--- config.mk ---
export PLATFORM = sky130hd
export DESIGN_NAME = decode_stage
export DESIGN_NICKNAME = d
export VERILOG_FILES = /design/src/source/mips_decode_pkg.sv /design/src/source/pipe_stage_reg.sv /design/src/source/opcode_classifier.sv /design/src/source/control_unit.sv /design/src/source/imm_extender.sv /design/src/source/decode_stage.sv
export VERILOG_INCLUDE_DIRS = /design/src /design/src/source
export SDC_FILE = /design/constraint.sdc
export NUM_CORES = 1
export LEC_CHECK = 0
export CAP_MARGIN = 20
export CORE_ASPECT_RATIO = 1.5
export CORE_MARGIN = 1.5
export CORE_UTILIZATION = 50
export CTS_CLUSTER_DIAMETER = 200
export CTS_CLUSTER_SIZE = 10
export DETAILED_ROUTE_END_ITERATION = 7
export DONT_BUFFER_PORTS = 1
export GPL_TIMING_DRIVEN = 0
export HOLD_SLACK_MARGIN = 0.1
export SETUP_SLACK_MARGIN = 0.02
export SLEW_MARGIN = 5
export SYNTH_ARGS = -nofsm -noshare
export SYNTH_HDL_FRONTEND = slang
export SYNTH_SLANG_ARGS = --single-unit
--- constraint.sdc ---
create_clock -name i_clk -period 4 [get_ports i_clk]
set_input_delay 0 -clock i_clk [delete_from_list [all_inputs] [get_ports i_clk]]
set_output_delay 0 -clock i_clk [all_outputs]
set_load 0.02 [all_outputs]
--- src/source/mips_decode_defines.svh ---
`ifndef MIPS_DECODE_DEFINES_SVH
`define MIPS_DECODE_DEFINES_SVH

`define DATA_W 32                         // Datapath and PC width

// Primary opcodes, instruction bits 31:26
`define OP_SPECIAL 6'b000000              // R-type, JR and JALR share this opcode
`define OP_J       6'b000010
`define OP_JAL     6'b000011
`define OP_BEQ     6'b000100
`define OP_BNE     6'b000101
`define OP_ADDI    6'b001000
`define OP_SLTI    6'b001010
`define OP_ANDI    6'b001100
`define OP_ORI     6'b001101
`define OP_XORI    6'b001110
`define OP_LUI     6'b001111
`define OP_LB      6'b100000              // Loads keep the access size in bits 1:0
`define OP_LH      6'b100001
`define OP_LW      6'b100011
`define OP_LBU     6'b100100              // Bit 2 marks the unsigned loads
`define OP_LHU     6'b100101
`define OP_SB      6'b101000              // Bit 3 marks a store
`define OP_SH      6'b101001
`define OP_SW      6'b101011

// R-type function codes, instruction bits 5:0
`define FUNC_SLL   6'b000000
`define FUNC_SRL   6'b000010
`define FUNC_SRA   6'b000011
`define FUNC_SLLV  6'b000100
`define FUNC_SRLV  6'b000110
`define FUNC_SRAV  6'b000111
`define FUNC_JR    6'b001000
`define FUNC_JALR  6'b001001
`define FUNC_ADDU  6'b100001
`define FUNC_SUBU  6'b100011
`define FUNC_AND   6'b100100
`define FUNC_OR    6'b100101
`define FUNC_XOR   6'b100110
`define FUNC_NOR   6'b100111
`define FUNC_SLT   6'b101010

// Immediate arithmetic codes, the low three opcode bits zero padded
`define FUNC_ADDI  6'b000000
`define FUNC_SLTI  6'b000010
`define FUNC_ANDI  6'b000100
`define FUNC_ORI   6'b000101
`define FUNC_XORI  6'b000110
`define FUNC_LUI   6'b000111

// ALU opcodes
`define ALU_SHIFT_RIGHT      4'b0000
`define ALU_SHIFT_LEFT       4'b0001
`define ALU_SHIFT_RIGHT_ARIT 4'b0010
`define ALU_PASS             4'b0011
`define ALU_ADD              4'b0100
`define ALU_SUB              4'b0101
`define ALU_AND              4'b0110
`define ALU_OR               4'b0111
`define ALU_XOR              4'b1000
`define ALU_NOR              4'b1001
`define ALU_SLT              4'b1010
`define ALU_CMP              4'b1011
`define ALU_SIGNED_ADD       4'b1100

// AGU opcodes
`define AGU_REG    3'b000                 // Target taken from RS
`define AGU_MEM    3'b001                 // RS plus the offset
`define AGU_BRANCH 3'b010                 // PC+4 plus the shifted offset
`define AGU_JUMP   3'b011                 // PC+4 upper bits with the 26 bit index

// Immediate extension modes
`define EXT_SIGN       2'b00
`define EXT_ZERO_UPPER 2'b01              // Upper half filled with zeros
`define EXT_ZERO_LOWER 2'b10              // Immediate moved into the upper half

`endif

--- src/source/mips_decode_pkg.sv ---
`default_nettype none

`include "mips_decode_defines.svh"

package mips_decode_pkg;

    typedef struct packed {
        logic [`DATA_W-1:0] instr;        // Raw instruction word
        logic [`DATA_W-1:0] pc_plus4;     // Address of the next sequential instruction
    } if_id_t;

    // Field order matches the control unit case table, valid_op sits last
    typedef struct packed {
        logic       pc_modify;            // Jump or branch
        logic       link_ret;             // Return address is written
        logic [1:0] addr_type;            // 00 register, 01 jump index, 10 branch offset
        logic       equal;                // Branch taken on equal
        logic       immediate;            // I-type encoding
        logic       mem_op;               // Load or store
        logic       mem_type;             // 0 load, 1 store
        logic [1:0] mem_size;             // 00 byte, 01 halfword, 11 word
        logic       unsign;               // Zero extended load
        logic       valid_op;             // Low for an unknown opcode
    } class_flags_t;

    typedef struct packed {
        logic       enable;
        logic [1:0] src_a;                // 00 PC+4, 01 RT, 11 extended immediate
        logic       src_b;                // 1 shift amount from SA, 0 register RS
        logic [1:0] dst;                  // 00 RT, 01 RD, 11 register 31
        logic [3:0] opcode;
    } alu_ctrl_t;

    typedef struct packed {
        logic       enable;
        logic       src_addr;             // 1 PC based, 0 register RS based
        logic       dst;                  // 1 new PC, 0 memory address
        logic [2:0] opcode;
    } agu_ctrl_t;

    typedef struct packed {
        alu_ctrl_t  alu;
        agu_ctrl_t  agu;
        logic       jump;
        logic       branch;
        logic       equal;                // BEQ when set, BNE when clear
        logic [1:0] ext_mode;
        logic       mem_op;
        logic       mem_type;
        logic [1:0] mem_size;
        logic       unsign;
        logic       illegal;              // Undefined encoding, every other control is low
    } ctrl_t;

    typedef struct packed {
        ctrl_t              ctrl;
        logic [`DATA_W-1:0] imm;          // Extended immediate
        logic [4:0]         rs;
        logic [4:0]         rt;
        logic [4:0]         rd;
        logic [4:0]         sa;
        logic [`DATA_W-1:0] pc_plus4;
    } id_ex_t;

endpackage

`default_nettype wire

--- src/source/pipe_stage_reg.sv ---
`timescale 1ns/10ps
`default_nettype none

module pipe_stage_reg #(
    parameter type payload_t = logic [31:0]     // Payload carried through the stage
) (
    input  wire logic      i_clk,
    input  wire logic      i_rst_n,
    input  wire logic      i_valid,              // One cycle strobe per item
    input  wire payload_t  i_data,
    output logic           o_valid,
    output payload_t       o_data
);

    always_ff @(posedge i_clk) begin
        if (!i_rst_n) begin
            o_valid <= 1'b0;
            o_data  <= '0;
        end else begin
            o_valid <= i_valid;
            o_data  <= i_valid ? i_data : '0;   // Empty slots carry no live controls
        end
    end

    // Downstream must see an empty slot right after reset
    a_valid_low_after_reset: assert property (
        @(posedge i_clk) !i_rst_n |=> !o_valid
    ) else $error("pipe_stage_reg: o_valid high in the cycle after reset");

endmodule

`default_nettype wire

--- src/source/opcode_classifier.sv ---
`timescale 1ns/10ps
`default_nettype none

`include "mips_decode_defines.svh"

module opcode_classifier (
    input  wire logic [5:0]                    i_opcode,   // Instruction bits 31:26
    output mips_decode_pkg::class_flags_t      o_flags     // Class flags for the control unit
);

    always_comb begin
        o_flags          = '0;                               // Flags not named below stay low
        o_flags.valid_op = 1'b1;
        case (i_opcode)
            `OP_SPECIAL: begin
                o_flags.immediate = 1'b0;                    // Function code decides the rest
            end
            `OP_J, `OP_JAL: begin
                o_flags.pc_modify = 1'b1;
                o_flags.link_ret  = i_opcode[0];             // JAL differs from J only in bit 0
                o_flags.addr_type = 2'b01;                   // Target built from the 26 bit index
            end
            `OP_BEQ, `OP_BNE: begin
                o_flags.pc_modify = 1'b1;
                o_flags.addr_type = 2'b10;                   // Offset added to PC+4
                o_flags.equal     = ~i_opcode[0];            // BEQ has bit 0 clear
                o_flags.immediate = 1'b1;
            end
            `OP_ADDI, `OP_SLTI, `OP_ANDI, `OP_ORI, `OP_XORI, `OP_LUI: begin
                o_flags.immediate = 1'b1;                    // The operation is in opcode bits 2:0
            end
            `OP_LB, `OP_LH, `OP_LW, `OP_LBU, `OP_LHU, `OP_SB, `OP_SH, `OP_SW: begin
                o_flags.immediate = 1'b1;
                o_flags.mem_op    = 1'b1;
                o_flags.mem_type  = i_opcode[3];             // Stores carry bit 3
                o_flags.mem_size  = i_opcode[1:0];           // Encoding already matches the size field
                o_flags.unsign    = i_opcode[2];             // Only LBU and LHU set bit 2
            end
            default: begin
                o_flags.valid_op  = 1'b0;                    // Control unit turns this into illegal
            end
        endcase
    end

endmodule

`default_nettype wire

--- src/source/control_unit.sv ---
`timescale 1ns/10ps
`default_nettype none

`include "mips_decode_defines.svh"

module control_unit (
    input  wire logic [5:0]                    i_funct,    // R-type funct, or padded opcode bits
    input  wire mips_decode_pkg::class_flags_t i_flags,    // Flags from the opcode classifier
    output mips_decode_pkg::ctrl_t             o_ctrl      // Full control bundle
);

    // Pattern bits run pc_modify, link_ret, addr_type, equal, immediate, mem_op,
    // mem_type, mem_size, unsign and valid_op, as laid out in class_flags_t
    always_comb begin
        o_ctrl = '0;                                                 // Inactive unless a row matches
        casez (i_flags)
            12'b0_?_??_?_0_?_?_??_?_1: begin                          // R-type, JR and JALR
                o_ctrl.alu.enable = 1'b1;
                o_ctrl.alu.src_a  = 2'b01;                           // Operand A is RT
                o_ctrl.alu.dst    = 2'b01;                           // Result goes to RD
                o_ctrl.alu.src_b  = (i_funct[5:2] == 4'b0000);       // SLL, SRL and SRA use SA
                case (i_funct)
                    `FUNC_SLL, `FUNC_SLLV: o_ctrl.alu.opcode = `ALU_SHIFT_LEFT;
                    `FUNC_SRL, `FUNC_SRLV: o_ctrl.alu.opcode = `ALU_SHIFT_RIGHT;
                    `FUNC_SRA, `FUNC_SRAV: o_ctrl.alu.opcode = `ALU_SHIFT_RIGHT_ARIT;
                    `FUNC_ADDU:            o_ctrl.alu.opcode = `ALU_ADD;
                    `FUNC_SUBU:            o_ctrl.alu.opcode = `ALU_SUB;
                    `FUNC_AND:             o_ctrl.alu.opcode = `ALU_AND;
                    `FUNC_OR:              o_ctrl.alu.opcode = `ALU_OR;
                    `FUNC_XOR:             o_ctrl.alu.opcode = `ALU_XOR;
                    `FUNC_NOR:             o_ctrl.alu.opcode = `ALU_NOR;
                    `FUNC_SLT:             o_ctrl.alu.opcode = `ALU_SLT;
                    `FUNC_JR: begin
                        o_ctrl.alu  = '0;                            // Nothing is written back
                        o_ctrl.agu  = '{1'b1, 1'b0, 1'b1, `AGU_REG}; // New PC straight from RS
                        o_ctrl.jump = 1'b1;
                    end
                    `FUNC_JALR: begin
                        o_ctrl.alu.src_a  = 2'b00;                   // PC+4 is the return address
                        o_ctrl.alu.opcode = `ALU_PASS;               // ALU only forwards it to RD
                        o_ctrl.agu        = '{1'b1, 1'b0, 1'b1, `AGU_REG};
                        o_ctrl.jump       = 1'b1;
                    end
                    default: begin
                        o_ctrl         = '0;                         // Unknown function code
                        o_ctrl.illegal = 1'b1;
                    end
                endcase
            end
            12'b0_0_00_0_1_1_?_??_?_1: begin                          // Loads and stores
                o_ctrl.agu      = '{1'b1, 1'b0, 1'b0, `AGU_MEM};     // RS plus offset to memory
                o_ctrl.mem_op   = i_flags.mem_op;
                o_ctrl.mem_type = i_flags.mem_type;
                o_ctrl.mem_size = i_flags.mem_size;
                o_ctrl.unsign   = i_flags.unsign;                    // LW and an unsigned LW match at 32 bits
            end
            12'b0_0_00_0_1_0_0_00_0_1: begin                          // Immediate arithmetic
                o_ctrl.alu.enable = 1'b1;
                o_ctrl.alu.src_a  = 2'b11;                           // Operand A is the extended immediate
                o_ctrl.alu.dst    = 2'b00;                           // Result goes to RT
                case (i_funct)
                    `FUNC_ADDI: o_ctrl.alu.opcode = `ALU_SIGNED_ADD;
                    `FUNC_ANDI: begin
                        o_ctrl.alu.opcode = `ALU_AND;
                        o_ctrl.ext_mode   = `EXT_ZERO_UPPER;         // Logic immediates are zero extended
                    end
                    `FUNC_ORI: begin
                        o_ctrl.alu.opcode = `ALU_OR;
                        o_ctrl.ext_mode   = `EXT_ZERO_UPPER;
                    end
                    `FUNC_XORI: begin
                        o_ctrl.alu.opcode = `ALU_XOR;
                        o_ctrl.ext_mode   = `EXT_ZERO_UPPER;
                    end
                    `FUNC_SLTI: o_ctrl.alu.opcode = `ALU_SLT;
                    `FUNC_LUI: begin
                        o_ctrl.alu.opcode = `ALU_PASS;
                        o_ctrl.ext_mode   = `EXT_ZERO_LOWER;         // Immediate lands in the upper half
                    end
                    default: begin
                        o_ctrl         = '0;
                        o_ctrl.illegal = 1'b1;
                    end
                endcase
            end
            12'b1_0_10_?_1_0_0_00_0_1: begin                          // BEQ and BNE
                o_ctrl.alu    = '{1'b1, 2'b01, 1'b0, 2'b00, `ALU_CMP}; // Compare RT against RS
                o_ctrl.agu    = '{1'b1, 1'b1, 1'b1, `AGU_BRANCH};    // Target from PC+4 and offset
                o_ctrl.branch = 1'b1;                                // Execute decides if it is taken
                o_ctrl.equal  = i_flags.equal;
            end
            12'b1_?_01_0_0_0_0_00_0_1: begin                          // J and JAL
                if (i_flags.link_ret) begin
                    o_ctrl.alu = '{1'b1, 2'b00, 1'b0, 2'b11, `ALU_PASS}; // PC+4 into register 31
                end
                o_ctrl.agu  = '{1'b1, 1'b1, 1'b1, `AGU_JUMP};
                o_ctrl.jump = 1'b1;
            end
            default: begin
                o_ctrl.illegal = 1'b1;                               // Unknown opcode or flag mix
            end
        endcase
    end

    // The branch row and both jump paths come from separate table entries
    always_comb begin
        assert (!(o_ctrl.jump && o_ctrl.branch))
            else $error("control_unit: jump and branch both set, funct %h", i_funct);
    end

endmodule

`default_nettype wire

--- src/source/imm_extender.sv ---
`timescale 1ns/10ps
`default_nettype none

`include "mips_decode_defines.svh"

module imm_extender (
    input  wire logic [15:0]          i_imm,    // Instruction bits 15:0
    input  wire logic [1:0]           i_mode,   // Extension mode from the control unit
    output logic      [`DATA_W-1:0]   o_imm     // Extended immediate
);

    always_comb begin
        case (i_mode)
            `EXT_SIGN:       o_imm = {{(`DATA_W-16){i_imm[15]}}, i_imm}; // Replicate bit 15
            `EXT_ZERO_UPPER: o_imm = {{(`DATA_W-16){1'b0}}, i_imm};
            `EXT_ZERO_LOWER: o_imm = {i_imm, {(`DATA_W-16){1'b0}}};      // LUI form
            default:         o_imm = '0;
        endcase
    end

    // The control unit only ever issues the three defined modes
    always_comb begin
        assert (i_mode != 2'b11)
            else $error("imm_extender: undefined extension mode %b", i_mode);
    end

endmodule

`default_nettype wire

--- src/source/decode_stage.sv ---
`timescale 1ns/10ps
`default_nettype none

`include "mips_decode_defines.svh"

module decode_stage (
    input  wire logic                  i_clk,
    input  wire logic                  i_rst_n,
    input  wire logic                  i_instr_valid,   // Instruction strobe from fetch
    input  wire logic [`DATA_W-1:0]    i_instr,
    input  wire logic [`DATA_W-1:0]    i_pc_plus4,
    output logic                       o_ex_valid,      // Two cycles after i_instr_valid
    output mips_decode_pkg::id_ex_t    o_ex             // Decoded bundle for execute
);

    mips_decode_pkg::if_id_t       if_id_d;             // Fetch side of IF/ID
    mips_decode_pkg::if_id_t       if_id_q;             // Instruction being decoded
    logic                          if_id_valid;
    mips_decode_pkg::class_flags_t flags;
    mips_decode_pkg::ctrl_t        ctrl;
    logic [5:0]                    funct;
    logic [`DATA_W-1:0]            imm_ext;
    mips_decode_pkg::id_ex_t       id_ex_d;             // Decode side of ID/EX

    assign if_id_d.instr    = i_instr;
    assign if_id_d.pc_plus4 = i_pc_plus4;

    pipe_stage_reg #(.payload_t(mips_decode_pkg::if_id_t)) u_if_id (
        .i_clk   (i_clk),
        .i_rst_n (i_rst_n),
        .i_valid (i_instr_valid),
        .i_data  (if_id_d),
        .o_valid (if_id_valid),
        .o_data  (if_id_q)
    );

    opcode_classifier u_classifier (
        .i_opcode (if_id_q.instr[31:26]),
        .o_flags  (flags)
    );

    // I-type arithmetic is selected by the low opcode bits, R-type by bits 5:0
    assign funct = flags.immediate ? {3'b000, if_id_q.instr[28:26]} : if_id_q.instr[5:0];

    control_unit u_control (
        .i_funct (funct),
        .i_flags (flags),
        .o_ctrl  (ctrl)
    );

    imm_extender u_imm_ext (
        .i_imm  (if_id_q.instr[15:0]),
        .i_mode (ctrl.ext_mode),
        .o_imm  (imm_ext)
    );

    assign id_ex_d.ctrl     = ctrl;
    assign id_ex_d.imm      = imm_ext;
    assign id_ex_d.rs       = if_id_q.instr[25:21];
    assign id_ex_d.rt       = if_id_q.instr[20:16];
    assign id_ex_d.rd       = if_id_q.instr[15:11];
    assign id_ex_d.sa       = if_id_q.instr[10:6];
    assign id_ex_d.pc_plus4 = if_id_q.pc_plus4;         // J target rebuilds from rs, rt and imm

    pipe_stage_reg #(.payload_t(mips_decode_pkg::id_ex_t)) u_id_ex (
        .i_clk   (i_clk),
        .i_rst_n (i_rst_n),
        .i_valid (if_id_valid),
        .i_data  (id_ex_d),
        .o_valid (o_ex_valid),
        .o_data  (o_ex)
    );

endmodule

`default_nettype wire

==> metrics.cfg <==
[placement]
hpwl_mm=9.00
pre_cts_ws_ns=1.99
dpl-instance-area_mm2=0.00580
port_buffers=0
gp_congestion=0.841

[outcome]
status=finished clean

[worst_setup_path]
crit_arrival_ns=2.39
r2r-end=u_id_ex.o_data[102]
r2r-start=u_if_id.o_data[59]
end_kind=register
r2r_cells=6
startpoint=u_if_id.o_data[59]
slowest_stage=dfxtp_1
r2r_setup_slack_ns=1.91
critPathRequiredTime_ns=4.29
cp_max_fo=10
start_kind=register
critPathMaxStageDelay_ns=0.43
critPathKind=reg -> reg
crit_chain=clkbuf_1 -> nor2b_1 -> and4b_1 -> a211oi_1 -> o211a_1 -> o32ai_1

[global_route]
grt_first_pass_wirelength_mm=21.2
globalRouteOverflowTotal=0
track_usage_pct=23.5
grt_start_max_net_pins=17
antenna_found_initial=0
grt_pass1_vias=4172

[detailed_routing]
wire_per_inst_um=17.1
drc_errors=0
first_pass_iters=4
ant_nets=0
drtIter0Drc=173
vias=4078
vias_per_cell=5.24
wirelength_mm=13.3

[logic_synthesis]
synth_area_mm2=0.00562
syn_avg_cell_area_um2=10.7
ys_ff_latch=175
async_reset_ff_share_pct=0
yosys.area.top_type=dfxtp_1
synth_area_leaders=dfxtp_1, and3_1, clkbuf_1
synth_common_cells=dfxtp_1, and3_1, clkbuf_1, nand2_1, nor2_1
synth-edff-count=0
yosysUniqueCellTypes=57
seq_area_frac_synth_pct=62.4
synth_top_flop_cell=dfxtp_1
synth_top_area_share_pct=62.4
synthMostInstantiatedCell=dfxtp_1
syn_nets=592
yosys_warnings=0
postSynthCellCount=525

[cells_and_area]
design_area_mm2=0.00715
nets=685
syn_to_final_growth_pct=27.3
diodes=0
drive_above_1_share_pct=8.24
nFillCells=903

[pwr]
vdd_drop_max_v=0.000348
p_leak_nw=3.38
p_per_area_mw_per_mm2=519

[sta]
whs_ns=0.104
finalHoldViolCount=0
rsz0062_at_grt=false
setup_tns_ns=0
finClkSkew_ns=0.00794
fmax_mhz=477
slew_headroom_pct=57.6
layout_worst_path_cycle_share_pct=52.4
setup_ws_ns=1.91
finalSetupViolCount=0
tightest_slew_ns=0.636
finalCriticalPeriod_ns=2.09
slew_viol_final=0

[clock_tree]
htree_levels=4
clk_root_buffer_cell=clkbuf_16
cts.sinks=175
cts_buffers=17
cts.path.max_buffers=2
clk_latency_ns=0.41
clk_pin_slew_ns=0.06
cts_resized=0
cts_tree=yes

[die]
die_h_um=133
pin_count=179
die_x_um=89.5
dieArea_mm2=0.0119
start_util_pct=51.1
rows=47
core-area_mm2=0.0110

[hold_path]
hold_path_class=in -> reg
whs_endpoint=u_if_id.o_data[36]
hold_depth=2
min-delay-start=i_instr_valid

[run]
cap_violations=0

==> power by group <==
group	internal (W)	switching [W]	total (W)
Sequential	0.00178	0.0000333	0.00181
Clock	0.00100	0.000684	0.00169
Combinational	0.000101	0.000109	0.000211
==> worst max-delay path: cells and delay by family, from the launching register on <==
kind	cells	cell delay, ns
flip-flops	1	0.43
buffers and inverters	1	0.41
AO/OA/AOI/OAI	3	0.66
AND/OR/NAND/NOR	2	0.48
==> worst max-delay path by stage <==
stage,cells past startpoint,endpoint
CTS,6,u_id_ex.o_data[102]
finish,6,u_id_ex.o_data[102]
global route,6,u_id_ex.o_data[102]
global placement,6,u_id_ex.o_data[102]
detailed placement,7,u_id_ex.o_data[78]
floorplan,10,u_id_ex.o_data[74]
==> stage by stage <==
step                total power (W)  util [%]  instances
floorplan                   0.00196         -        525
global placement            0.00200      52.7        672
detailed placement          0.00201      52.7        672
CTS                         0.00373      65.0        778
global route                0.00384      65.0        778
finish                      0.00371      65.0        778
==> what timing repair did <==
item,4_1_cts,5_1_grt
hold buffers,74,0
setup buffers,0,0
endpoints found under the hold margin,64,0
==> kinds of logic after synthesis <==
| kind of cell | after synthesis | share of synthesized area [%] |
|---|---|---|
| AND/OR/NAND/NOR | 228 | 24.0 |
| flip-flops | 175 | 62.4 |
| AO/OA/AOI/OAI | 63 | 8.38 |
| buffers and inverters | 54 | 4.48 |
| XOR/XNOR | 2 | 0.312 |
| multiplexers | 2 | 0.379 |
| other | 1 | 0.0668 |
==> layout by cell type (no fill, tap or decap), types with 4 or more instances in the layout <==
cell type,netlist,final
dfxtp_1,175,175
and3_1,118,118
dlygate4sd3_1,0,74
clkbuf_1,35,38
nand2_1,23,23
nor2_1,20,20
and2_1,18,18
clkbuf_16,0,17
a21o_1,16,16
nor3_1,10,10
nand3_1,9,9
nor2b_1,7,7
a31oi_1,7,7
a21oi_1,7,7
o21ai_0,7,7
buf_2,5,5
inv_1,5,5
nand2b_1,5,5
clkinv_4,0,4
==> layout make-up <==
cell class / instances / area [µm²] / area share, %
multi-input cells: 296 / 1860 / 26.0
flip-flops and latches: 175 / 3500 / 49.0
repair buffers: 74 / 741 / 10.4
clock buffers: 20 / 437 / 6.11
plain buffers: 47 / 225 / 3.15
well taps: 147 / 184 / 2.57
inverters: 7 / 26.3 / 0.367
clock inverters: 12 / 174 / 2.43
==> sequential cells by signal, summed over array words and instances, names as in the netlist <==
name / flops
u_if_id.o_valid: 1
u_if_id.o_data: 64
u_id_ex.o_data: 109
u_id_ex.o_valid: 1
==> routing by layer <==
layer  GRT usage [%]  part of all wire (%)  up-vias  wire length (µm)
li1                -                     -     1996                 -
met3            7.86                   6.3       30               840
met5               0                     0        -                 0
met2            40.8                    53      163              7060
met1            25.0                    37     1889              4950
met4            10.7                   3.3        0               437
Power figures use the tool's default switching activity.
